$ cat src/source/mc_bus_pkg.sv
// mc bus shared definitions
package mc_bus_pkg;

   //****************************************
   // widths
   //****************************************
   localparam int unsigned ADDR_W = 16;   // bus address
   localparam int unsigned DATA_W = 16;   // bus data
   localparam int unsigned SEL_W  = 2;    // byte lanes
   localparam int unsigned MEM_AW = 15;   // ram word address, adr[15:1]

   //****************************************
   // address map
   //****************************************
   // top three bits all ones = i/o page, ram lives below 160000
   localparam logic [2:0] RAM_TOP_BITS = 3'o7;

   localparam logic [ADDR_W-1:0] UART1_BASE = 16'o177560;  // console port
   localparam logic [ADDR_W-1:0] UART2_BASE = 16'o176500;  // second serial port
   localparam logic [ADDR_W-1:0] LPT_BASE   = 16'o177514;  // printer
   localparam logic [ADDR_W-1:0] RK_BASE    = 16'o177400;  // rk disk
   localparam logic [ADDR_W-1:0] DW_BASE    = 16'o174000;  // dw hard disk
   localparam logic [ADDR_W-1:0] RX_BASE    = 16'o177170;  // rx01 floppy
   localparam logic [ADDR_W-1:0] MY_BASE    = 16'o172140;  // my floppy
   localparam logic [ADDR_W-1:0] KGD_BASE   = 16'o176640;  // graphics

   // low address bits ignored by each device
   localparam int unsigned UART1_SPAN = 3;
   localparam int unsigned UART2_SPAN = 3;
   localparam int unsigned LPT_SPAN   = 2;
   localparam int unsigned RK_SPAN    = 4;
   localparam int unsigned DW_SPAN    = 5;
   localparam int unsigned RX_SPAN    = 2;
   localparam int unsigned MY_SPAN    = 2;
   localparam int unsigned KGD_SPAN   = 3;

   //****************************************
   // counts and indices
   //****************************************
   localparam int unsigned N_IO = 8;    // i/o page devices
   localparam int unsigned N_SD = 4;    // sd card users

   // card users, index order is also grant priority
   localparam int unsigned SD_RK = 0;
   localparam int unsigned SD_DW = 1;
   localparam int unsigned SD_DX = 2;
   localparam int unsigned SD_MY = 3;

   localparam int unsigned SD_FILTER_DEPTH = 2;  // request sync stages

   // card lines while nobody holds the card
   localparam logic SD_DEF_CS   = 1'b1;   // deselected
   localparam logic SD_DEF_MOSI = 1'b1;   // idle high
   localparam logic SD_DEF_SCLK = 1'b0;

   //****************************************
   // types
   //****************************************
   typedef struct packed {
      logic              cyc;    // cycle open
      logic              stb;    // transfer strobe
      logic              we;     // 1 = write
      logic [SEL_W-1:0]  sel;    // byte lanes
      logic [ADDR_W-1:0] adr;
      logic [DATA_W-1:0] dat;    // write data
   } bus_req_t;                  // 37 bits

   typedef struct packed {
      logic [DATA_W-1:0] dat;    // read data
      logic              ack;
   } bus_rsp_t;                  // 17 bits

   // uart1 is bit 7, kgd is bit 0 when viewed as a vector
   typedef struct packed {
      logic uart1;
      logic uart2;
      logic lpt;
      logic rk;
      logic dw;
      logic rx;
      logic my;
      logic kgd;
   } io_sel_t;

   typedef struct packed {
      logic cs;
      logic mosi;
      logic sclk;
   } spi_lines_t;

   typedef logic [N_SD-1:0] sd_vec_t;   // one bit per card user

endpackage
$ cat src/source/io_page_decoder.sv
// i/o page address decoder
`timescale 1ns/1ps

module io_page_decoder
   import mc_bus_pkg::*;
(
   input  bus_req_t                     sys_bus_i,   // shared bus
   input  logic [DATA_W-1:0]            ram_dat_i,
   input  logic                         ram_ack_i,
   input  logic [N_IO-1:0][DATA_W-1:0]  io_dat_i,    // index = io_sel_o bit
   input  logic [N_IO-1:0]              io_ack_i,

   output logic                         ram_stb_o,
   output io_sel_t                      io_sel_o,
   output bus_rsp_t                     sys_rsp_o
);

   logic              bus_act;   // live transfer on the bus
   logic [N_IO-1:0]   sel_vec;   // io_sel_o as a plain vector
   logic [DATA_W-1:0] io_mux;    // or of selected device data

   // compare address above the span bits against a base
   function automatic logic hit(
      input logic [ADDR_W-1:0] adr,
      input logic [ADDR_W-1:0] base,
      input int unsigned       span
   );
      return (adr >> span) == (base >> span);
   endfunction

   assign bus_act = sys_bus_i.stb & sys_bus_i.cyc;

   //****************************************
   // selects
   //****************************************
   // main memory, everything below 160000
   assign ram_stb_o = bus_act & (sys_bus_i.adr[ADDR_W-1 -: 3] != RAM_TOP_BITS);

   always_comb begin
      io_sel_o.uart1 = bus_act & hit(sys_bus_i.adr, UART1_BASE, UART1_SPAN); // 177560-177566
      io_sel_o.uart2 = bus_act & hit(sys_bus_i.adr, UART2_BASE, UART2_SPAN); // 176500-176506
      io_sel_o.lpt   = bus_act & hit(sys_bus_i.adr, LPT_BASE, LPT_SPAN);     // 177514-177516
      io_sel_o.rk    = bus_act & hit(sys_bus_i.adr, RK_BASE, RK_SPAN);       // 177400-177416
      io_sel_o.dw    = bus_act & hit(sys_bus_i.adr, DW_BASE, DW_SPAN);       // 174000-174036
      io_sel_o.rx    = bus_act & hit(sys_bus_i.adr, RX_BASE, RX_SPAN);       // 177170-177172
      io_sel_o.my    = bus_act & hit(sys_bus_i.adr, MY_BASE, MY_SPAN);       // 172140-172142
      io_sel_o.kgd   = bus_act & hit(sys_bus_i.adr, KGD_BASE, KGD_SPAN);     // 176640-176646
   end

   assign sel_vec = io_sel_o;

   //****************************************
   // read data and ack
   //****************************************
   always_comb begin
      io_mux = '0;
      for (int i = 0; i < N_IO; i++) begin
         if (sel_vec[i]) begin
            io_mux = io_mux | io_dat_i[i];   // only the selected one
         end
      end
   end

   // unselected sources contribute zeros
   assign sys_rsp_o.dat = (ram_stb_o ? ram_dat_i : '0) | io_mux;

   // acks from all sources wired together
   assign sys_rsp_o.ack = ram_ack_i | (|io_ack_i);

endmodule

$ cat config.mk
export PLATFORM = sky130hd
export DESIGN_NAME = io_page_decoder
export DESIGN_NICKNAME = d
export VERILOG_FILES = /design/src/source/mc_bus_pkg.sv /design/src/source/io_page_decoder.sv
export SDC_FILE = /design/constraint.sdc
export NUM_CORES = 1
export LEC_CHECK = 0
export BUFFER_PORTS_ARGS = -buffer_cell sky130_fd_sc_hd__buf_2
export CORE_AREA = 2 2 83 85
export DETAILED_ROUTE_END_ITERATION = 8
export DIE_AREA = 0 0 85 87
export PLACE_DENSITY = 0.69
export SYNTH_ARGS = -nofsm -noshare
export SYNTH_HDL_FRONTEND = slang
export SYNTH_SLANG_ARGS = --single-unit
$ cat constraint.sdc
create_clock -name vclk -period 3.6
set_clock_uncertainty 0.15 [all_clocks]
set_input_delay 0.18 -clock vclk [all_inputs]
set_output_delay 0.18 -clock vclk [all_outputs]
set_load 0.01 [all_outputs]
; ---- After elaboration in Yosys (flattened, before gate mapping)
; Index checks and enable logic that the tools add are counted.
[op_classes]
reduce_logical = 1
n_bitwise = 19
n_eq_ne = 9
muxes = 9
n_lt_le_gt_ge = 0
shifts = 0
add_sub_neg = 0
n_div = 0
n_mul = 0
[ops]
columns = op, n
row1 = 16-bit 2-to-1 mux, 9
row2 = 16-bit bitwise OR, 8
row3 = "14-bit == test, second input constant", 3
row4 = "13-bit == test, second input constant", 3
row5 = "12-bit == test, second input constant", 1
row6 = "11-bit == test, second input constant", 1
row7 = 1-bit AND, 10
row8 = 8-bit OR reduction, 1
row9 = "3-bit inequality test, second input constant", 1
row10 = 1-bit bitwise OR, 1
[word_totals]
out_inout_bits = 26
mem_bits_ro = 0
latchBits = 0
word_cells = 38
n_memories = 0
ram_bits = 0
regBits = 0
in_bits = 190

; ---- Depth between registers and ports, before layout
; Gate-level depths: netlist of the first run.
[logic_depth]
ltp_word = 18
depth_mapped = 7
mapped_depth_nobuf = 5

; ---- Worst setup path before layout of the first run
; OpenSTA, ideal clock, no wires.
[synth_timing]
kind = input port to output port
start = input port sys_bus_i[23] in the netlist's numbering
end = output port sys_rsp_o[12] in the netlist's numbering
path_buffers = 1
cell_stages = 6
arrival_ps = 1466
required_ps = 3270
path_slack_ps = 1804
cell_sequence = and4b_2 nand4b_4 nor4b_4 buf_6 a221oi_2 o2111ai_1
[synth_lines]
columns = item, line_no
row1 = from (decl), io_page_decoder.sv:7  ; input bus_req_t sys_bus_i,
row2 = to (decl), io_page_decoder.sv:15  ; output bus_rsp_t sys_rsp_o

==> results of run 1 <==
-- metal layers --
metal  global-route usage (%)  up-vias  part of all wire, %
met5                        0        -                    0
met4                     2.16        0                  1.1
met3                    0.569        8                  5.9
met2                     28.9      108                   49
met1                     25.9     1064                   44
li1                         -     1123                    -
-- stage by stage --
stage	worst slack [ns]	instances	power, mW	instance area, µm²
floorplan	1.80	177	0.0553	1370
global placement	1.19	442	0.165	2400
detailed placement	1.16	442	0.168	2400
CTS	1.16	442	0.169	2400
global route	1.00	442	0.184	2400
finish	1.16	442	0.169	2400
-- worst min path at each step --
stage	from	end	slack [ns]	depth (start not counted)
global route	io_ack_i[6]	sys_rsp_o[0]	0.51	4
detailed placement	io_ack_i[6]	sys_rsp_o[0]	0.48	4
global placement	ram_ack_i	sys_rsp_o[0]	0.49	4
finish	ram_ack_i	sys_rsp_o[0]	0.48	4
CTS	ram_ack_i	sys_rsp_o[0]	0.48	4
floorplan	ram_ack_i	sys_rsp_o[0]	0.33	2
-- cell type report --
class	count	area share, %
multi-input cells	146	51.1
repair buffers	200	42.3
well taps	80	4.17
inverters	16	2.50
-- cell usage after synthesis --
library cell and count:
o2111ai_1 11, a221oi_2 9, and4bb_1 1, nor3b_2 1
and2_0 1, and2_1 2, buf_6 3, buf_4 1
nor3b_1 9, nand4_1 2, and3_1 4, nor2_1 5
clkbuf_1 6, a22oi_1 16, nor2b_1 2, nor4b_4 2
o2bb2ai_1 9, a221oi_1 7, and4_1 2, nor4_1 2
a32oi_1 9, and4b_2 1, nand2_1 20, nor4_4 1
nand4b_4 1, nand4bb_1 1, inv_1 16, nand3_1 4
nor3_1 3, buf_2 5, nor4b_2 1, o2111ai_2 5
a22o_1 14, nor2_2 1
-- placed cells by master (no fill, tap or decap) --
master,n
a221oi_1,7
a221oi_2,9
a22o_1,14
a22oi_1,16
a32oi_1,9
and2_0,1
and2_1,2
and3_1,4
and4_1,2
and4b_2,1
and4bb_1,1
buf_2,195
buf_4,5
inv_1,16
nand2_1,20
nand3_1,4
nand4_1,2
nand4b_4,1
nand4bb_1,1
nor2_1,5
nor2_2,1
nor2b_1,2
nor3_1,3
nor3b_1,9
nor3b_2,1
nor4_1,2
nor4_4,1
nor4b_2,1
nor4b_4,2
o2111ai_1,11
o2111ai_2,5
o2bb2ai_1,9
-- kinds of logic after synthesis --
family,share of synthesized area [%]
buffers and inverters,10.8
AND/OR/NAND/NOR,33.2
AO/OA/AOI/OAI,55.9
-- report_power, final --
group | switching, mW | internal [mW]
registers | 0 | 0
logic | 0.0733 | 0.0956
clock network | 0 | 0
==> flow_metrics.py, run 1 <==
metrics = {
    "outcome": {
        "outcome": "complete, no violations",
    },
    "yosys": {
        "synth_top_cell_by_area": "a221oi_2",
        "synth.distinct_cells": 34,
        "synth.top_cell.area_share_pct": 9.84,
        "yosys_warnings": 0,
        "syn_inst": 177,
        "ys_seq_area_share_pct": 0,
        "syn_area_um2": 1370,
        "syn_nets": 367,
        "synth.area.top_cells": "a221oi_2, a22o_1, a22oi_1, o2111ai_1, a32oi_1",
        "syn_avg_cell_area_um2": 7.76,
    },
    "clock_tree": {
        "cts-resized-gates": 0,
        "cts_setup_buffers": 0,
        "ctsHoldBuffers": 0,
    },
    "floorplan": {
        "io-pin-count": 216,
        "core_um2": 6570,
        "die_h_um": 87,
        "start_util_pct": 20.9,
        "dieArea_um2": 7400,
        "die_w_um": 85,
        "rows": 30,
    },
    "timing": {
        "fmax_ghz": 0.411,
        "rsz0062_at_grt": "no",
        "finalSetupViolCount": 0,
        "drv_slew": 0,
        "relSlewSlack_pct": 32.9,
        "min_period_ns": 2.44,
        "holdWs_ns": 0.481,
        "finalSetupTns_ns": 0,
        "tightest_slew_ns": 0.999,
        "period_share_pct": 67.6,
        "finalHoldViolCount": 0,
    },
    "final_layout": {
        "ff_latch_area_um2": 0,
        "finish.utilization_pct": 36.5,
        "layout.nets": 554,
        "syn_to_final_growth_pct": 74.6,
        "num-fill-cells": 722,
        "nFlopsAndLatches": 0,
        "nClkBuffers": 0,
        "multiInputGateArea_um2": 1220,
        "n_antenna_cell": 0,
        "drive_above_1_share_pct": 61.3,
    },
    "setup_path": {
        "critPathCaptureType": "primary output",
        "slowest_delay_ns": 0.93,
        "crit_required_ns": 3.27,
        "crit_arrival_ns": 2.11,
        "path_depth": 6,
        "worst-path-buf-inv": 2,
        "path_common_cell": "buf_2",
        "path_class": "in -> out",
        "slowest_stage": "nor4_4",
        "path_delay_family": "simple AND/OR/NAND/NOR gates",
        "worst_setup_path_start_kind": "input pin",
        "path_max_fanout": 16,
        "startpoint": "sys_bus_i[22]",
        "crit_end": "sys_rsp_o[13]",
        "cp_cell_sequence": "buf_2 -> nand4bb_1 -> nor4_4 -> a22oi_1 -> o2111ai_2 -> buf_2",
    },
    "power": {
        "vdd_drop_max_uv": 36.5,
        "leakage_nw": 1.25,
        "powerDensity_nw_per_um2": 70.4,
    },
    "placed_design": {
        "gp_congestion": 0.823,
        "dp_hpwl_um": 5990,
        "port_buffers": 195,
    },
    "drt": {
        "first_pass_iters": 4,
        "vias": 2303,
        "post_drt_via_cell_ratio": 5.21,
        "wire_per_inst_um": 16.1,
        "drt_iter0_markers": 90,
        "totalWireLength_um": 7100,
        "drc": 0,
        "ant_nets": 0,
    },
    "job": {
        "drv_cap": 0,
    },
    "global_routing": {
        "track_usage_pct": 17.5,
        "antenna_found_initial": 0,
        "grt_pass1_vias": 2131,
        "overflow": 0,
        "grt_start_max_net_pins": 22,
        "grt_pass1_wl_um": 10700,
    },
    "hold_path": {
        "hold_path_class": "in -> out",
    },
}
Power figures use the tool's default switching activity.
==> inputs of run 2 (changes only) <==
- CORE_AREA: 2 2 83 85 -> 2 2 84 86
- DIE_AREA: 0 0 85 87 -> 0 0 86 88
- PLACE_DENSITY: 0.69 -> 0.7
- clock period: 3.6 -> 2.2 ns (I/O delays scaled with it)
==> run 2 against run 1 <==
  * Power grew 67%
  * First-iteration DRC count increased by 7.8%
  * Global-route usage grew 0.59 points
  * Critical endpoint is now sys_rsp_o[3]
  * Non-clock buffer count increased by 9
  * Critical path depth rose by 2
  * Final area up 2.8%
  * Die area is 2.3% higher
  * Largest power group unchanged
  * Count of clock-buffer cells in the layout did not move
  * Largest cell class unchanged
  * Core utilization rose by 0.60 points
==> flow_metrics.py, run 2 (synthesis results as in run 1) <==
metrics = {
    "outcome": {
        "outcome": "complete, no violations",
    },
    "clock_tree": {
        "ctsHoldBuffers": 0,
        "cts_setup_buffers": 0,
        "cts-resized-gates": 0,
    },
    "timing": {
        "drv_slew": 0,
        "min_period_ns": 2.00,
        "finalSetupViolCount": 0,
        "holdWs_ns": 0.346,
        "fmax_ghz": 0.499,
        "period_share_pct": 91.1,
        "rsz0062_at_grt": "no",
        "finalSetupTns_ns": 0,
        "tightest_slew_ns": 0.536,
        "finalHoldViolCount": 0,
        "relSlewSlack_pct": 64.1,
    },
    "final_layout": {
        "drive_above_1_share_pct": 62.3,
        "mostFrequentLayoutCells": "buf_2, nand2_1, inv_1, a22oi_1",
        "multiInputGateArea_um2": 1220,
        "final_common_cell": "buf_2",
        "ff_latch_area_um2": 0,
        "n_antenna_cell": 0,
        "layout.nets": 563,
        "nClkBuffers": 0,
        "nFlopsAndLatches": 0,
        "syn_to_final_growth_pct": 79.5,
        "num-fill-cells": 712,
    },
    "floorplan": {
        "die_w_um": 86,
        "io-pin-count": 216,
        "die_h_um": 88,
        "rows": 30,
        "dieArea_um2": 7570,
        "start_util_pct": 20.7,
        "core_um2": 6640,
    },
    "drt": {
        "drt_iter0_markers": 97,
        "totalWireLength_um": 7410,
        "vias": 2350,
        "post_drt_via_cell_ratio": 5.21,
        "drc": 0,
        "ant_nets": 0,
        "wire_per_inst_um": 16.4,
        "first_pass_iters": 4,
    },
    "power": {
        "vdd_drop_max_uv": 68.9,
        "leakage_nw": 1.30,
        "powerDensity_nw_per_um2": 114,
    },
    "placed_design": {
        "port_buffers": 195,
        "dp_hpwl_um": 6210,
        "gp_congestion": 0.827,
    },
    "global_routing": {
        "grt_pass1_vias": 2218,
        "overflow": 0,
        "antenna_found_initial": 0,
        "grt_pass1_wl_um": 11100,
        "track_usage_pct": 18.1,
        "grt_start_max_net_pins": 22,
    },
    "job": {
        "drv_cap": 0,
    },
    "setup_path": {
        "path_max_fanout": 17,
        "path_class": "in -> out",
        "crit_arrival_ns": 1.74,
        "crit_required_ns": 1.94,
        "worst_setup_path_start_kind": "input pin",
        "critPathCaptureType": "primary output",
    },
    "hold_path": {
        "hold_path_class": "in -> out",
    },
}
[run 2: power by group]
| part | internal, mW | switching, mW |
|---|---|---|
| Sequential | 0 | 0 |
| Clock | 0 | 0 |
| Combinational | 0.159 | 0.122 |
[run 2: final cells by class]
cell class / count / share of cell area (%)
tap: 80 / 4.06
inverter: 16 / 2.44
multi-input combinational: 146 / 49.7
timing repair buffer: 209 / 43.8
[run 2: worst max-delay path, stage by stage]
cell and delay [ns]:
buf_2 0.12, and4b_2 0.34, nand4b_4 0.13, nor4b_4 0.26, buf_4 0.32, a221oi_1 0.18, o2111ai_1 0.14, buf_2 0.16
[run 2: metrics by stage]
stage | area (µm²) | instances | power [mW] | worst slack, ns | util, %
2_1_floorplan | 1370 | 177 | 0.0904 | 0.544 | -
3_3_place_gp | 2470 | 451 | 0.274 | 0.218 | 37.1
3_5_place_dp | 2470 | 451 | 0.280 | 0.194 | 37.1
4_1_cts | 2470 | 451 | 0.281 | 0.194 | 37.1
5_1_grt | 2470 | 451 | 0.309 | 0.0784 | 37.1
6_report | 2470 | 451 | 0.282 | 0.196 | 37.1
[run 2: path summary, 6_finish.rpt]
path	from	slack [ns]	endpoint	depth (start not counted)
setup / recovery	sys_bus_i[23]	0.20	sys_rsp_o[3]	8
hold / removal	ram_ack_i	0.35	sys_rsp_o[0]	4
[run 2: metal layers]
metal / part of all wire (%) / GRT usage, %
met1: 43 / 25.4
met2: 51 / 31.6
met3: 6.1 / 0.848
met4: 0.35 / 1.88
met5: 0 / 0
==> inputs of run 3 (changes only) <==
- BUFFER_PORTS_ARGS: -buffer_cell sky130_fd_sc_hd__buf_2 -> -buffer_cell sky130_fd_sc_hd__clkbuf_2
- SLEW_MARGIN: default -> 20
==> run 3 against run 2 <==
  * Global-route usage down 0.70 points
  * Power increased by 0.10%
  * Cell count is 0.22% lower
  * Routed wire length decreased by 0.77%
  * Combinational power hardly changed
  * Setup slack got worse by 0.024 ns
  * Non-clock buffer count down 1
  * Count of clock-buffer cells in the layout unchanged
  * Final area shrank 0.30%
  * Flip-flop and latch count unchanged
  * Critical path depth unchanged
  * Die area is the same
  * Largest power group unchanged
==> flow_metrics.py, run 3 (synthesis results as in run 1) <==
metrics = {
    "final_layout": {
        "postLayoutCellArea_um2": 2460,
        "n_antenna_cell": 0,
        "nClkBuffers": 0,
        "syn_to_final_growth_pct": 79.0,
        "instances_no_fill": 450,
        "num-fill-cells": 710,
        "final_common_cell": "clkbuf_2",
        "nFlopsAndLatches": 0,
        "mostFrequentLayoutCells": "clkbuf_2, nand2_1, inv_1, a22oi_1, a22o_1",
        "multiInputGateArea_um2": 1220,
        "layout.nets": 562,
        "drive_above_1_share_pct": 62.2,
        "ff_latch_area_um2": 0,
    },
    "job": {
        "drv_cap": 0,
    },
    "timing": {
        "finalSetupTns_ns": 0,
        "finalHoldViolCount": 0,
        "holdWs_ns": 0.354,
        "tightest_slew_ns": 0.558,
        "drv_slew": 0,
        "relSlewSlack_pct": 62.6,
        "finalSetupViolCount": 0,
        "fmax_ghz": 0.493,
        "period_share_pct": 92.2,
        "min_period_ns": 2.03,
        "rsz0062_at_grt": "no",
    },
    "global_routing": {
        "track_usage_pct": 17.4,
        "grt_pass1_vias": 2189,
        "antenna_found_initial": 0,
        "met3_usage_pct": 0.471,
        "grt_use_met1_pct": 23.8,
        "grt_start_max_net_pins": 22,
        "top_usage_layer": "met2",
        "overflow": 0,
        "grt.met2_usage_pct": 31.9,
        "grt_pass1_wl_um": 10600,
    },
    "clock_tree": {
        "ctsHoldBuffers": 0,
        "cts-resized-gates": 0,
        "cts_setup_buffers": 0,
    },
    "floorplan": {
        "io-pin-count": 216,
        "start_util_pct": 20.7,
        "dieArea_um2": 7570,
        "die_h_um": 88,
        "rows": 30,
        "die_w_um": 86,
        "core_um2": 6640,
    },
    "drt": {
        "drc": 0,
        "wire_per_inst_um": 16.3,
        "vias": 2317,
        "ant_nets": 0,
        "totalWireLength_um": 7360,
        "drt_iter0_markers": 110,
        "first_pass_iters": 4,
        "post_drt_via_cell_ratio": 5.15,
    },
    "outcome": {
        "outcome": "complete, no violations",
    },
    "hold_path": {
        "whs_path_depth": 4,
        "hold_path_class": "in -> out",
    },
    "setup_path": {
        "path_class": "in -> out",
        "worst_setup_path_start_kind": "input pin",
        "crit_required_ns": 1.94,
        "crit_arrival_ns": 1.77,
        "path_max_fanout": 17,
        "critPathCaptureType": "primary output",
    },
    "placed_design": {
        "port_buffers": 195,
        "placedInstanceArea_um2": 2460,
        "dp_hpwl_um": 6130,
        "dp_cells": 450,
        "gp_congestion": 0.819,
    },
    "power": {
        "powerDensity_nw_per_um2": 115,
        "leakage_nw": 1.31,
        "vdd_drop_max_uv": 68.5,
    },
}
==> run 3: cell types whose count changed in the layout (fill, tap and decap cells not counted) <==
cell / before / now
buf_2: 195 / 0
buf_4: 14 / 13
clkbuf_2: 0 / 195
==> run 3: cell type report <==
type | instances | area share (%)
multi-input cells | 146 | 49.8
well taps | 80 | 4.07
inverters | 16 | 2.44
repair buffers | 208 | 43.7
==> run 3: report_power, final <==
| part | switching, mW | internal, mW |
|---|---|---|
| clock | 0 | 0 |
| combinational | 0.122 | 0.160 |
| sequential | 0 | 0 |
| total | 0.122 | 0.160 |
==> run 3: critical path, stage by stage <==
cell and delay, ns:
clkbuf_2 0.10, and4b_2 0.34, nand4b_4 0.14, nor4b_4 0.27, buf_4 0.33, a221oi_1 0.17
o2111ai_1 0.13, clkbuf_2 0.17
==> run 3: metrics by stage <==
step | utilization [%] | total power [mW] | worst slack [ns]
floorplan | - | 0.0904 | 0.544
global placement | 37.0 | 0.275 | 0.218
detailed placement | 37.0 | 0.280 | 0.186
CTS | 37.0 | 0.281 | 0.180
global route | 37.0 | 0.308 | 0.0595
finish | 37.0 | 0.282 | 0.172
==> run 3: routing by layer <==
metal	part of all wire, %	up-vias	wire (µm)
met5	0	-	0
met2	51	100	3720
met1	44	1069	3220
met3	5.3	4	388
li1	-	1144	-
met4	0.39	0	29
==> run 3: final timing paths <==
| check | startpoint | to | slack (ns) |
|---|---|---|---|
| setup / recovery | sys_bus_i[23] | sys_rsp_o[3] | 0.17 |
| hold / removal | ram_ack_i | sys_rsp_o[0] | 0.35 |
