File: src/source/mc_bus_pkg.sv
// mc bus shared definitions
package mc_bus_pkg;

   //****************************************
   // widths
   //****************************************
   localparam int unsigned ADDR_W = 16;   // bus address
   localparam int unsigned DATA_W = 16;   // bus data
   localparam int unsigned SEL_W  = 2;    // byte lanes
   localparam int unsigned MEM_AW = 15;   // ram word address, adr[15:1]

   //****************************************
   // address map
   //****************************************
   // top three bits all ones = i/o page, ram lives below 160000
   localparam logic [2:0] RAM_TOP_BITS = 3'o7;

   localparam logic [ADDR_W-1:0] UART1_BASE = 16'o177560;  // console port
   localparam logic [ADDR_W-1:0] UART2_BASE = 16'o176500;  // second serial port
   localparam logic [ADDR_W-1:0] LPT_BASE   = 16'o177514;  // printer
   localparam logic [ADDR_W-1:0] RK_BASE    = 16'o177400;  // rk disk
   localparam logic [ADDR_W-1:0] DW_BASE    = 16'o174000;  // dw hard disk
   localparam logic [ADDR_W-1:0] RX_BASE    = 16'o177170;  // rx01 floppy
   localparam logic [ADDR_W-1:0] MY_BASE    = 16'o172140;  // my floppy
   localparam logic [ADDR_W-1:0] KGD_BASE   = 16'o176640;  // graphics

   // low address bits ignored by each device
   localparam int unsigned UART1_SPAN = 3;
   localparam int unsigned UART2_SPAN = 3;
   localparam int unsigned LPT_SPAN   = 2;
   localparam int unsigned RK_SPAN    = 4;
   localparam int unsigned DW_SPAN    = 5;
   localparam int unsigned RX_SPAN    = 2;
   localparam int unsigned MY_SPAN    = 2;
   localparam int unsigned KGD_SPAN   = 3;

   //****************************************
   // counts and indices
   //****************************************
   localparam int unsigned N_IO = 8;    // i/o page devices
   localparam int unsigned N_SD = 4;    // sd card users

   // card users, index order is also grant priority
   localparam int unsigned SD_RK = 0;
   localparam int unsigned SD_DW = 1;
   localparam int unsigned SD_DX = 2;
   localparam int unsigned SD_MY = 3;

   localparam int unsigned SD_FILTER_DEPTH = 2;  // request sync stages

   // card lines while nobody holds the card
   localparam logic SD_DEF_CS   = 1'b1;   // deselected
   localparam logic SD_DEF_MOSI = 1'b1;   // idle high
   localparam logic SD_DEF_SCLK = 1'b0;

   //****************************************
   // types
   //****************************************
   typedef struct packed {
      logic              cyc;    // cycle open
      logic              stb;    // transfer strobe
      logic              we;     // 1 = write
      logic [SEL_W-1:0]  sel;    // byte lanes
      logic [ADDR_W-1:0] adr;
      logic [DATA_W-1:0] dat;    // write data
   } bus_req_t;                  // 37 bits

   typedef struct packed {
      logic [DATA_W-1:0] dat;    // read data
      logic              ack;
   } bus_rsp_t;                  // 17 bits

   // uart1 is bit 7, kgd is bit 0 when viewed as a vector
   typedef struct packed {
      logic uart1;
      logic uart2;
      logic lpt;
      logic rk;
      logic dw;
      logic rx;
      logic my;
      logic kgd;
   } io_sel_t;

   typedef struct packed {
      logic cs;
      logic mosi;
      logic sclk;
   } spi_lines_t;

   typedef logic [N_SD-1:0] sd_vec_t;   // one bit per card user

endpackage
File: src/source/bus_master_arbiter.sv
// bus master arbiter and switch
`timescale 1ns/1ps

module bus_master_arbiter
   import mc_bus_pkg::*;
(
   input  logic     clk_sys,
   input  logic     rst_n_i,         // sync, active low

   input  bus_req_t cpu_req_i,       // processor
   input  bus_req_t rk_dma_req_i,    // rk dma engine, cyc = request
   input  bus_req_t my_dma_req_i,    // my dma engine, cyc = request
   input  bus_rsp_t sys_rsp_i,       // from decoder

   output bus_req_t sys_bus_o,       // shared bus
   output bus_rsp_t cpu_rsp_o,
   output bus_rsp_t rk_dma_rsp_o,
   output bus_rsp_t my_dma_rsp_o,
   output logic     cpu_gnt_o,       // processor owns the bus
   output logic     rk_dma_gnt_o,
   output logic     my_dma_gnt_o
);

   //****************************************
   // ownership state
   //****************************************
   logic rk_own_q;   // rk holds the bus
   logic my_own_q;   // my holds the bus

   always_ff @(posedge clk_sys) begin
      if (!rst_n_i) begin
         rk_own_q <= 1'b0;
         my_own_q <= 1'b0;
      end else if (!sys_bus_o.cyc) begin   // switch only between cycles
         if (rk_dma_req_i.cyc) begin       // rk beats my
            rk_own_q <= 1'b1;
            my_own_q <= 1'b0;
         end else if (my_dma_req_i.cyc) begin
            rk_own_q <= 1'b0;
            my_own_q <= 1'b1;
         end else begin
            // no dma pending, bus back to the processor
            rk_own_q <= 1'b0;
            my_own_q <= 1'b0;
         end
      end
   end

   assign rk_dma_gnt_o = rk_own_q;
   assign my_dma_gnt_o = my_own_q;
   assign cpu_gnt_o    = ~(rk_own_q | my_own_q);   // default owner

   //****************************************
   // request switch
   //****************************************
   always_comb begin
      sys_bus_o = cpu_req_i;
      if (rk_own_q) begin
         sys_bus_o     = rk_dma_req_i;
         sys_bus_o.sel = '1;               // dma moves whole words
      end else if (my_own_q) begin
         sys_bus_o     = my_dma_req_i;
         sys_bus_o.sel = '1;
      end
   end

   //****************************************
   // response routing
   //****************************************
   // data goes everywhere, ack only to the owner
   always_comb begin
      cpu_rsp_o        = sys_rsp_i;
      cpu_rsp_o.ack    = sys_rsp_i.ack & cpu_gnt_o;
      rk_dma_rsp_o     = sys_rsp_i;
      rk_dma_rsp_o.ack = sys_rsp_i.ack & rk_own_q;
      my_dma_rsp_o     = sys_rsp_i;
      my_dma_rsp_o.ack = sys_rsp_i.ack & my_own_q;
   end

endmodule

File: config.mk
export PLATFORM = sky130hd
export DESIGN_NAME = bus_master_arbiter
export DESIGN_NICKNAME = d
export VERILOG_FILES = /design/src/source/mc_bus_pkg.sv /design/src/source/bus_master_arbiter.sv
export SDC_FILE = /design/constraint.sdc
export NUM_CORES = 1
export LEC_CHECK = 0
export ABC_AREA = 1
export BUFFER_PORTS_ARGS = -buffer_cell sky130_fd_sc_hd__buf_2
export CORE_MARGIN = 10
export CORE_UTILIZATION = 33
export CTS_BUF_LIST = sky130_fd_sc_hd__clkbuf_16
export DETAILED_ROUTE_END_ITERATION = 7
export PLACE_DENSITY = 0.89
export SYNTH_ARGS = -nofsm -noshare
export SYNTH_HDL_FRONTEND = slang
export SYNTH_SLANG_ARGS = --single-unit
File: constraint.sdc
create_clock -name clk_sys -period 2 [get_ports clk_sys]
set_input_delay 0.4 -clock clk_sys [delete_from_list [all_inputs] [get_ports clk_sys]]
set_output_delay 0.4 -clock clk_sys [all_outputs]
set_load 0.02 [all_outputs]
Word level (Yosys, flattened, before mapping)
Cells that the tools add are included.
- bitwise gates (word level): 5
- mux-type cells: 5
- operators with widths (kind ; number):
    $mux W37 ; 2
    $and A1 B1 Y1 ; 3
    $mux W1 ; 3
    $not A1 Y1 ; 1
    $or A1 B1 Y1 ; 1
- flip-flop bits (word level): 2
- input bits: 130
- logic and storage cells: 12
- output and inout bits: 91

Depth between registers and ports, before layout
Gate-level depths: netlist (run 1).
- depth in word-level cells: 3
- gate-level depth with buffers: 6
- gate-level depth less buffers: 6

Worst setup path before layout (run 1)
No wires, ideal clock.
- kind: flip-flop to output port
- start point: register rk_own_q (netlist: rk_dma_gnt_o)
- end point: output sys_bus_o[4] in the netlist's numbering
- path buffers: 2
- cell stages (with the launch flop): 5
- slack: 0.403 ns
- arrival time: 1.197 ns
- required time: 1.600 ns
- cells stage by stage: dfxtp_1 buf_6 buf_8 a21oi_1 a21oi_1
- RTL lines (element ; RTL line ; text):
    from (decl) ; bus_master_arbiter.sv:27 ; logic rk_own_q;
    from (signal assigned) ; bus_master_arbiter.sv:32 ; rk_own_q <= 1'b0;
    from (signal assigned) ; bus_master_arbiter.sv:36 ; rk_own_q <= 1'b1;
    from (signal assigned) ; bus_master_arbiter.sv:39 ; rk_own_q <= 1'b0;
    to (decl) ; bus_master_arbiter.sv:15 ; output bus_req_t sys_bus_o,

==> results.json, run 1 <==
{
  "yosysSeqAreaShare_pct": 2.691,
  "timing.rr.end": "my_dma_gnt_o$_SDFFE_PN0N_",
  "p_per_area_mw_per_mm2": 466.3,
  "setup_violations": 0,
  "rsz0062_at_grt": "false",
  "yosys.area_share.xor_xnor_pct": 0,
  "power_leakage_nw": 1.091,
  "synth_top_family_by_area": "compound AO/OA/AOI/OAI gates",
  "clockBufferDepth": 2,
  "r2r_start": "my_dma_gnt_o$_SDFFE_PN0N_",
  "r2r_slack_ns": 0.67,
  "grt_start_max_net_pins": 39,
  "synth_top_cell_area_share_pct": 33.56,
  "p_sw_share_pct": 41.36,
  "crit_top_cell": "nand2_2",
  "nets": 455,
  "drive_gt1_share_pct": 69.66,
  "syn_area_mm2": 0.001488,
  "via_count": 1735,
  "syn_inst": 226,
  "fin_setup_tns_ns": 0,
  "cts_tree": "built",
  "h-tree-depth": 1,
  "worst_slew_pin_slew_ns": 0.4793,
  "grt_antenna_before_repair": 0,
  "ys_ff_latch": 2,
  "synth_compound_gate_area_share_pct": 37.59,
  "ir_drop_v": 0.0003997,
  "hp-start": "rk_dma_req_i[36]",
  "fin_crit_sh_pct": 93.92,
  "arrival_ns": 1.48,
  "drtIter0Drc": 24,
  "min_path_type": "input port to register",
  "fmax_ghz": 0.5324,
  "status": "complete, no violations",
  "final_util_pct": 44.43,
  "avgSynthCellArea_um2": 6.583,
  "grt_pass1_wl_mm": 8.376,
  "cp.required_ns": 1.60,
  "ios": 221,
  "globalRouteTotalUtil_pct": 13.16,
  "clock_latency_ns": 0.22,
  "syn-num-nets": 356,
  "numCtsBuffers": 3,
  "grt_pass1_vias": 1819,
  "crit_type": "register to output pin",
  "p_int_mw": 0.5289,
  "muxShareOfSynthArea_pct": 0,
  "synthAdderAreaFrac_pct": 0,
  "drt_first_pass_iters": 4,
  "p_clk_share_pct": 32.8,
  "hold_violations": 0,
  "cap_violations": 0,
  "cts.sinks": 2,
  "drt-wirelength-per-cell_um": 15.15,
  "holdPathEnd": "rk_dma_gnt_o$_SDFFE_PN0N_",
  "hpwl_mm": 4.830,
  "drv_slew": 0,
  "synthTopCellsByArea": "a21oi_2, buf_4, nand2_1, nor2_1, a21oi_1",
  "ant_nets": 0,
  "rows": 24,
  "synthDistinctLibCells": 16,
  "cp-start-kind": "register",
  "fp.dieW_um": 87.14,
  "num-fill-cells": 451,
  "synth_top_area_cell": "a21oi_2",
  "via_per_inst": 4.627,
  "min_path_cells": 3,
  "route.detailed.drc": 0,
  "diodes": 0,
  "holdBufCountCts": 0,
  "portBuffers": 152,
  "grt.overflow.total": 0,
  "drt_wl_total_mm": 5.680,
  "min_period_ns": 1.878,
  "layout_commonest_cell": "buf_2",
  "die-area_mm2": 0.007593,
  "worstSetupEndpointType": "output pin",
  "gp_congestion": 0.7432,
  "pwr-share-comb_pct": 62.2,
  "final_cell_mix": "buf_2, a21oi_2, nand2_1, nor2_1, a21oi_1",
  "cpPeakStageDelay_ns": 0.38,
  "core_area_mm2": 0.004354,
  "crit_slowest_cell": "clkinv_2",
  "reg2reg_depth": 6,
  "yosysWarningCount": 0,
  "skew_ns": 0.001670,
  "die_h_um": 87.14,
  "start_util_pct": 34.17,
  "clkTransAtPathRegs_ns": 0.03,
  "area_growth_syn_to_layout_pct": 30.03,
  "cts_root_buffer": "clkbuf_16",
  "cp_max_fo": 35,
  "pwr-share-seq_pct": 5.0,
  "p_sw_mw": 0.3730,
  "slew_headroom_pct": 68.01,
  "yosys.area_share.simple_pct": 22.96,
  "cp_cell_sequence": "clkinv_2, nand2_2, nand3_2, nand2_2, buf_2"
}
## area by class of cell
class / instances / area [µm²] / share of cell area [%]
sequential: 2 / 42.54 / 2.199
tap: 52 / 65.06 / 3.364
timing repair buffer: 156 / 815.8 / 42.17
clock buffer: 3 / 75.07 / 3.881
inverter: 9 / 35.03 / 1.811
multi-input combinational: 153 / 900.9 / 46.57
## metal layers
metal  wire length (µm)  up-vias  share of wire, %  GRT usage (%)
li1                   -      871                 -              -
met1               1928      761                34          12.24
met2               2988       89                53          24.05
met3                645       14                11          6.648
met4                118        0               2.1          4.783
met5                  0        -                 0              0
## worst max path at each step
stage / slack, ns / endpoint / cells after the start / from
6_report: 0.12 / sys_bus_o[36] / 5 / my_dma_gnt_o$_SDFFE_PN0N_
5_1_grt: 0.01 / sys_bus_o[36] / 5 / my_dma_gnt_o$_SDFFE_PN0N_
4_1_cts: 0.11 / sys_bus_o[9] / 4 / my_dma_gnt_o$_SDFFE_PN0N_
3_5_place_dp: 0.35 / sys_bus_o[9] / 4 / my_dma_gnt_o$_SDFFE_PN0N_
3_3_place_gp: 0.36 / sys_bus_o[22] / 4 / my_dma_gnt_o$_SDFFE_PN0N_
2_1_floorplan: 0.40 / sys_bus_o[4] / 4 / rk_dma_gnt_o$_SDFFE_PN0N_
## critical path: cells and delay by family, from the launching register on
family                 cells  cell delay [ns]
buffers and inverters      2             0.55
DFF                        1             0.33
and+or+nand+nor            3             0.38
## power groups by stage
stage	Sequential (mW)	Clock (mW)	Combinational (mW)
floorplan	0.0478	0	0.488
global placement	0.0454	0	0.552
detailed placement	0.0454	0	0.565
CTS	0.0450	0.301	0.567
global route	0.0452	0.307	0.607
finish	0.0450	0.296	0.561
## Yosys cell counts, drive strengths merged
master / count
a21oi: 69
dfxtp: 2
nand2: 43
inv: 9
or2: 2
nand3: 1
nor2: 38
buf: 62
## state kept, by name, summed over array words and instances (netlist names)
| register | cells |
|---|---|
| my_dma_gnt_o | 1 |
| rk_dma_gnt_o | 1 |
## what timing repair did
action                                  4_1_cts  5_1_grt
endpoints found under the setup margin        0        3
resized for setup                             0        1
buffers inserted                              0        0
## metrics by stage
stage	setup WS [ns]	power (mW)	cells	hold slack, ns	cell area [µm²]
after floorplan	0.4027	0.5362	226	0.5223	1488
after global placement	0.3596	0.5978	372	0.6402	1858
after detailed placement	0.3470	0.6106	372	0.6482	1858
after CTS	0.1147	0.9128	375	0.4226	1933
after global routing	0.01342	0.9596	375	0.4336	1934
final	0.1216	0.9019	375	0.4241	1934
## cell families (layout without fill, tap and decap cells)
logic type,count (synthesis),after routing
simple gates,84,84
flops,2,2
buf+inv,71,168
compound gates,69,69
Note: power is estimated with default switching activity, not from simulation.
==> run 2, diff against run 1 <==
clock period = 2.4 ns   (was 2 ns; I/O delays follow)
==> results.json, run 2 (synthesis gave the netlist of run 1 again) <==
{
  "status": "complete, no violations",
  "rows": 24,
  "cp.required_ns": 1.92,
  "grt_pass1_vias": 1921,
  "nets": 455,
  "worst_slew_pin_slew_ns": 0.5937,
  "portBuffers": 152,
  "via_count": 1725,
  "grt_start_max_net_pins": 36,
  "drv_slew": 0,
  "p_per_area_mw_per_mm2": 391.0,
  "rsz0062_at_grt": "false",
  "pwr-share-comb_pct": 61.6,
  "power_leakage_nw": 1.083,
  "grt_pass1_wl_mm": 8.583,
  "multi_input_area_um2": 900.9,
  "whs_ns": 0.4979,
  "cp-start-kind": "register",
  "arrival_ns": 1.51,
  "ant_nets": 0,
  "cts_tree": "built",
  "h-tree-depth": 1,
  "fp.dieW_um": 87.14,
  "final_util_pct": 43.82,
  "ff_latch_area_um2": 42.54,
  "post_cts.repair.setup_buffers": 0,
  "fin_setup_tns_ns": 0,
  "skew_ns": 0.001606,
  "clkTransAtPathRegs_ns": 0.03,
  "p_sw_mw": 0.3099,
  "drt_first_pass_iters": 4,
  "diodes": 0,
  "holdBufCountCts": 0,
  "layout_commonest_cell": "buf_2",
  "preCtsSetupSlack_ns": 0.6475,
  "ios": 221,
  "clockBufferDepth": 2,
  "crit_type": "register to output pin",
  "globalRouteTotalUtil_pct": 13.39,
  "route.detailed.drc": 0,
  "die_h_um": 87.14,
  "p_clk_share_pct": 33.4,
  "cts_resized": 0,
  "clock_latency_ns": 0.22,
  "p_int_mw": 0.4362,
  "worst_slack_ns": 0.4062,
  "setup_violations": 0,
  "cts_root_buffer": "clkbuf_16",
  "cap_violations": 0,
  "num-fill-cells": 458,
  "core_area_mm2": 0.004354,
  "gp_congestion": 0.7410,
  "drtIter0Drc": 22,
  "drive_gt1_share_pct": 69.66,
  "grt_antenna_before_repair": 0,
  "via_per_inst": 4.600,
  "cts.sinks": 2,
  "final_cell_mix": "buf_2, a21oi_2, nand2_1, nor2_1, a21oi_1",
  "min_period_ns": 1.994,
  "fin_crit_sh_pct": 83.07,
  "start_util_pct": 34.17,
  "pwr-share-seq_pct": 5.0,
  "drt_wl_total_mm": 5.573,
  "slew_headroom_pct": 60.36,
  "fmax_ghz": 0.5016,
  "min_path_type": "input port to register",
  "hpwl_mm": 4.811,
  "worstSetupEndpointType": "output pin",
  "cp_max_fo": 35,
  "area_growth_syn_to_layout_pct": 28.26,
  "numCtsBuffers": 3,
  "die-area_mm2": 0.007593,
  "p_sw_share_pct": 41.54,
  "grt.overflow.total": 0,
  "ir_drop_v": 0.0003362,
  "drt-wirelength-per-cell_um": 14.86,
  "hold_violations": 0
}
-- run 2: cell count changes in the layout (fill, tap and decap cells not counted), sizes merged --
| cell | previous run | this run |
|---|---|---|
| clkinv | 1 | 0 |
| inv | 8 | 9 |
-- run 2: through the flow --
| stage | cell area, µm² | total power [mW] | std cells |
|---|---|---|---|
| floorplan | 1488 | 0.4468 | 226 |
| global placement | 1833 | 0.4920 | 372 |
| detailed placement | 1833 | 0.5016 | 372 |
| CTS | 1908 | 0.7578 | 375 |
| global route | 1908 | 0.7977 | 375 |
| finish | 1908 | 0.7461 | 375 |
-- run 2: worst max-delay path, cell delays in order (launching register included) --
cell     delay, ns
dfxtp_2       0.32
inv_2         0.44
nand2_1       0.19
a21oi_2       0.17
buf_2         0.17
-- run 2: path summary, 6_finish.rpt --
| check | start | to | slack, ns | depth (start not counted) |
|---|---|---|---|---|
| max reg2reg | rk_dma_gnt_o$_SDFFE_PN0N_ | my_dma_gnt_o$_SDFFE_PN0N_ | 1.14 | 5 |
| min | rst_n_i | my_dma_gnt_o$_SDFFE_PN0N_ | 0.50 | 3 |
| max | my_dma_gnt_o$_SDFFE_PN0N_ | sys_bus_o[22] | 0.41 | 4 |
| min reg2reg | my_dma_gnt_o$_SDFFE_PN0N_ | my_dma_gnt_o$_SDFFE_PN0N_ | 0.75 | 3 |
-- run 2: area by class of cell --
class                      instances  share of cell area [%]
clock buffer                       3                   3.934
inverter                           9                   1.770
multi-input combinational        153                   47.21
sequential                         2                   2.230
tap                               52                   3.410
timing repair buffer             156                   41.44
-- run 2: power groups by stage --
stage          Sequential [mW]  Combinational [mW]  Clock, mW
6_report                0.0372               0.460      0.249
5_1_grt                 0.0376               0.500      0.260
4_1_cts                 0.0372               0.465      0.255
3_5_place_dp            0.0376               0.464          0
3_3_place_gp            0.0375               0.454          0
2_1_floorplan           0.0399               0.407          0
-- run 2: layer usage --
| layer | vias to the layer above | GRT usage (%) | wire length [µm] |
|---|---|---|---|
| li1 | 872 | - | - |
| met1 | 752 | 12.02 | 1847 |
| met2 | 85 | 24.78 | 2937 |
| met3 | 16 | 6.554 | 655 |
| met4 | 0 | 5.652 | 133 |
| met5 | - | 0 | 0 |
==> run 3, diff against run 2 <==
CORE_UTILIZATION = 27   (was 33)
PLACE_DENSITY = 0.78   (was 0.89)
clock period = 1.7 ns   (was 2.4 ns; I/O delays follow)
==> results.json, run 3 (synthesis gave the netlist of run 1 again) <==
{
  "status": "complete, no violations",
  "drt_wl_total_mm": 5.705,
  "crit_slowest_cell": "dfxtp_2",
  "crit_type": "register to output pin",
  "power_leakage_nw": 1.115,
  "routed-wl-met3_um": 712,
  "via_per_inst": 4.407,
  "drive_gt1_share_pct": 69.94,
  "routed.top_layer": "met4",
  "fmax_ghz": 0.6206,
  "grt_start_max_net_pins": 36,
  "fp.dieW_um": 94.23,
  "final_util_pct": 38.27,
  "area_growth_syn_to_layout_pct": 34.73,
  "min_path_type": "input port to register",
  "route.detailed.drc": 0,
  "num-fill-cells": 557,
  "slew_headroom_pct": 88.03,
  "clock_latency_ns": 0.22,
  "cp_cell_sequence": "inv_2, buf_12, nand2_1, a21oi_2, buf_2",
  "grt_antenna_before_repair": 0,
  "cts.sinks": 2,
  "p_per_area_mw_per_mm2": 533.8,
  "worstSetupEndpointType": "output pin",
  "grt.overflow.total": 0,
  "ant_nets": 0,
  "h-tree-depth": 1,
  "arrival_ns": 1.27,
  "setup_violations": 0,
  "skew_ns": 0.003160,
  "multi_input_area_um2": 900.9,
  "holdBufCountCts": 0,
  "cts_tree": "built",
  "layout_commonest_cell": "buf_2",
  "crit_buf_inv": 3,
  "clockBufferDepth": 2,
  "cp-start-kind": "register",
  "stdcell_area_mm2": 0.002004,
  "grt_pass1_vias": 1895,
  "ff_latch_area_um2": 45.04,
  "cpPeakStageDelay_ns": 0.35,
  "ir_drop_v": 0.0007712,
  "cts_root_buffer": "clkbuf_16",
  "nets": 458,
  "hpwl_mm": 4.784,
  "clkTransAtPathRegs_ns": 0.03,
  "rsz0062_at_grt": "false",
  "drt-met1-wl_mm": 2.074,
  "globalRouteTotalUtil_pct": 11.87,
  "final_cell_count_no_fill": 396,
  "dp_cells": 393,
  "drt-wirelength-per-cell_um": 14.41,
  "grt_pass1_wl_mm": 8.832,
  "crit_family": "buffers and inverters",
  "cp.required_ns": 1.36,
  "diodes": 0,
  "gp_congestion": 0.7463,
  "start_util_pct": 28.40,
  "dpl_cell_area_mm2": 0.001903,
  "hold_violations": 0,
  "drt_first_pass_iters": 4,
  "die-area_mm2": 0.008879,
  "fin_setup_tns_ns": 0,
  "portBuffers": 152,
  "post_cts.repair.setup_buffers": 0,
  "power_mw": 1.070,
  "drtIter0Drc": 46,
  "final_cell_mix": "buf_2, a21oi_2, nand2_1, nor2_1, a21oi_1",
  "numCtsBuffers": 3,
  "min_period_ns": 1.611,
  "worst_slew_pin_slew_ns": 0.1795,
  "rows": 26,
  "cap_violations": 0,
  "drv_slew": 0,
  "via_count": 1745,
  "die_h_um": 94.23,
  "fin_crit_sh_pct": 94.78,
  "met2_length_mm": 2.864,
  "core_area_mm2": 0.005238,
  "ios": 221,
  "cp_max_fo": 35
}
[run 3: power by group]
| part | total (mW) | switching [mW] | leakage [nW] | internal (mW) |
|---|---|---|---|---|
| clock | 0.349 | 0.0504 | 0.0370 | 0.299 |
| combinational | 0.663 | 0.380 | 1.06 | 0.283 |
| sequential | 0.0575 | 0.00780 | 0.0175 | 0.0497 |
[run 3: tightest hold or removal path, delay by kind of cell]
kind	cells	cell delay, ns
buffers and inverters	2	0.16
AOI/OAI and AO/OA	1	0.03
[run 3: routing by layer]
metal	global-route usage, %	up-vias
met1	11.18	753
met5	0	-
met2	22.25	103
li1	-	878
met3	6.555	11
met4	1.772	0
[run 3: cell type report]
cell class | count | area share, %
clock buffer | 3 | 3.745
inverter | 9 | 1.685
multi-input combinational | 153 | 44.94
sequential | 2 | 2.247
tap | 70 | 4.370
timing repair buffer | 159 | 43.01
[run 3: timing repair]
item	4_1_cts	5_1_grt
cloned	0	0
setup endpoints to repair	15	8
gates resized for setup	2	5
endpoints found under the hold margin	0	0
[run 3: final timing paths]
| check | start | end | slack (ns) | depth (start not counted) |
|---|---|---|---|---|
| max | my_dma_gnt_o$_SDFFE_PN0N_ | sys_bus_o[24] | 0.09 | 5 |
| min | rst_n_i | my_dma_gnt_o$_SDFFE_PN0N_ | 0.36 | 3 |
| max reg2reg | rk_dma_gnt_o$_SDFFE_PN0N_ | my_dma_gnt_o$_SDFFE_PN0N_ | 0.62 | 6 |
| min reg2reg | rk_dma_gnt_o$_SDFFE_PN0N_ | my_dma_gnt_o$_SDFFE_PN0N_ | 0.67 | 4 |
[run 3: stage by stage]
step,hold WS [ns],setup WS [ns]
final,0.3614,0.08873
after global routing,0.3676,0.01173
after CTS,0.3565,0.03551
after detailed placement,0.5857,0.1995
after global placement,0.5848,0.2080
after floorplan,0.4623,0.1627
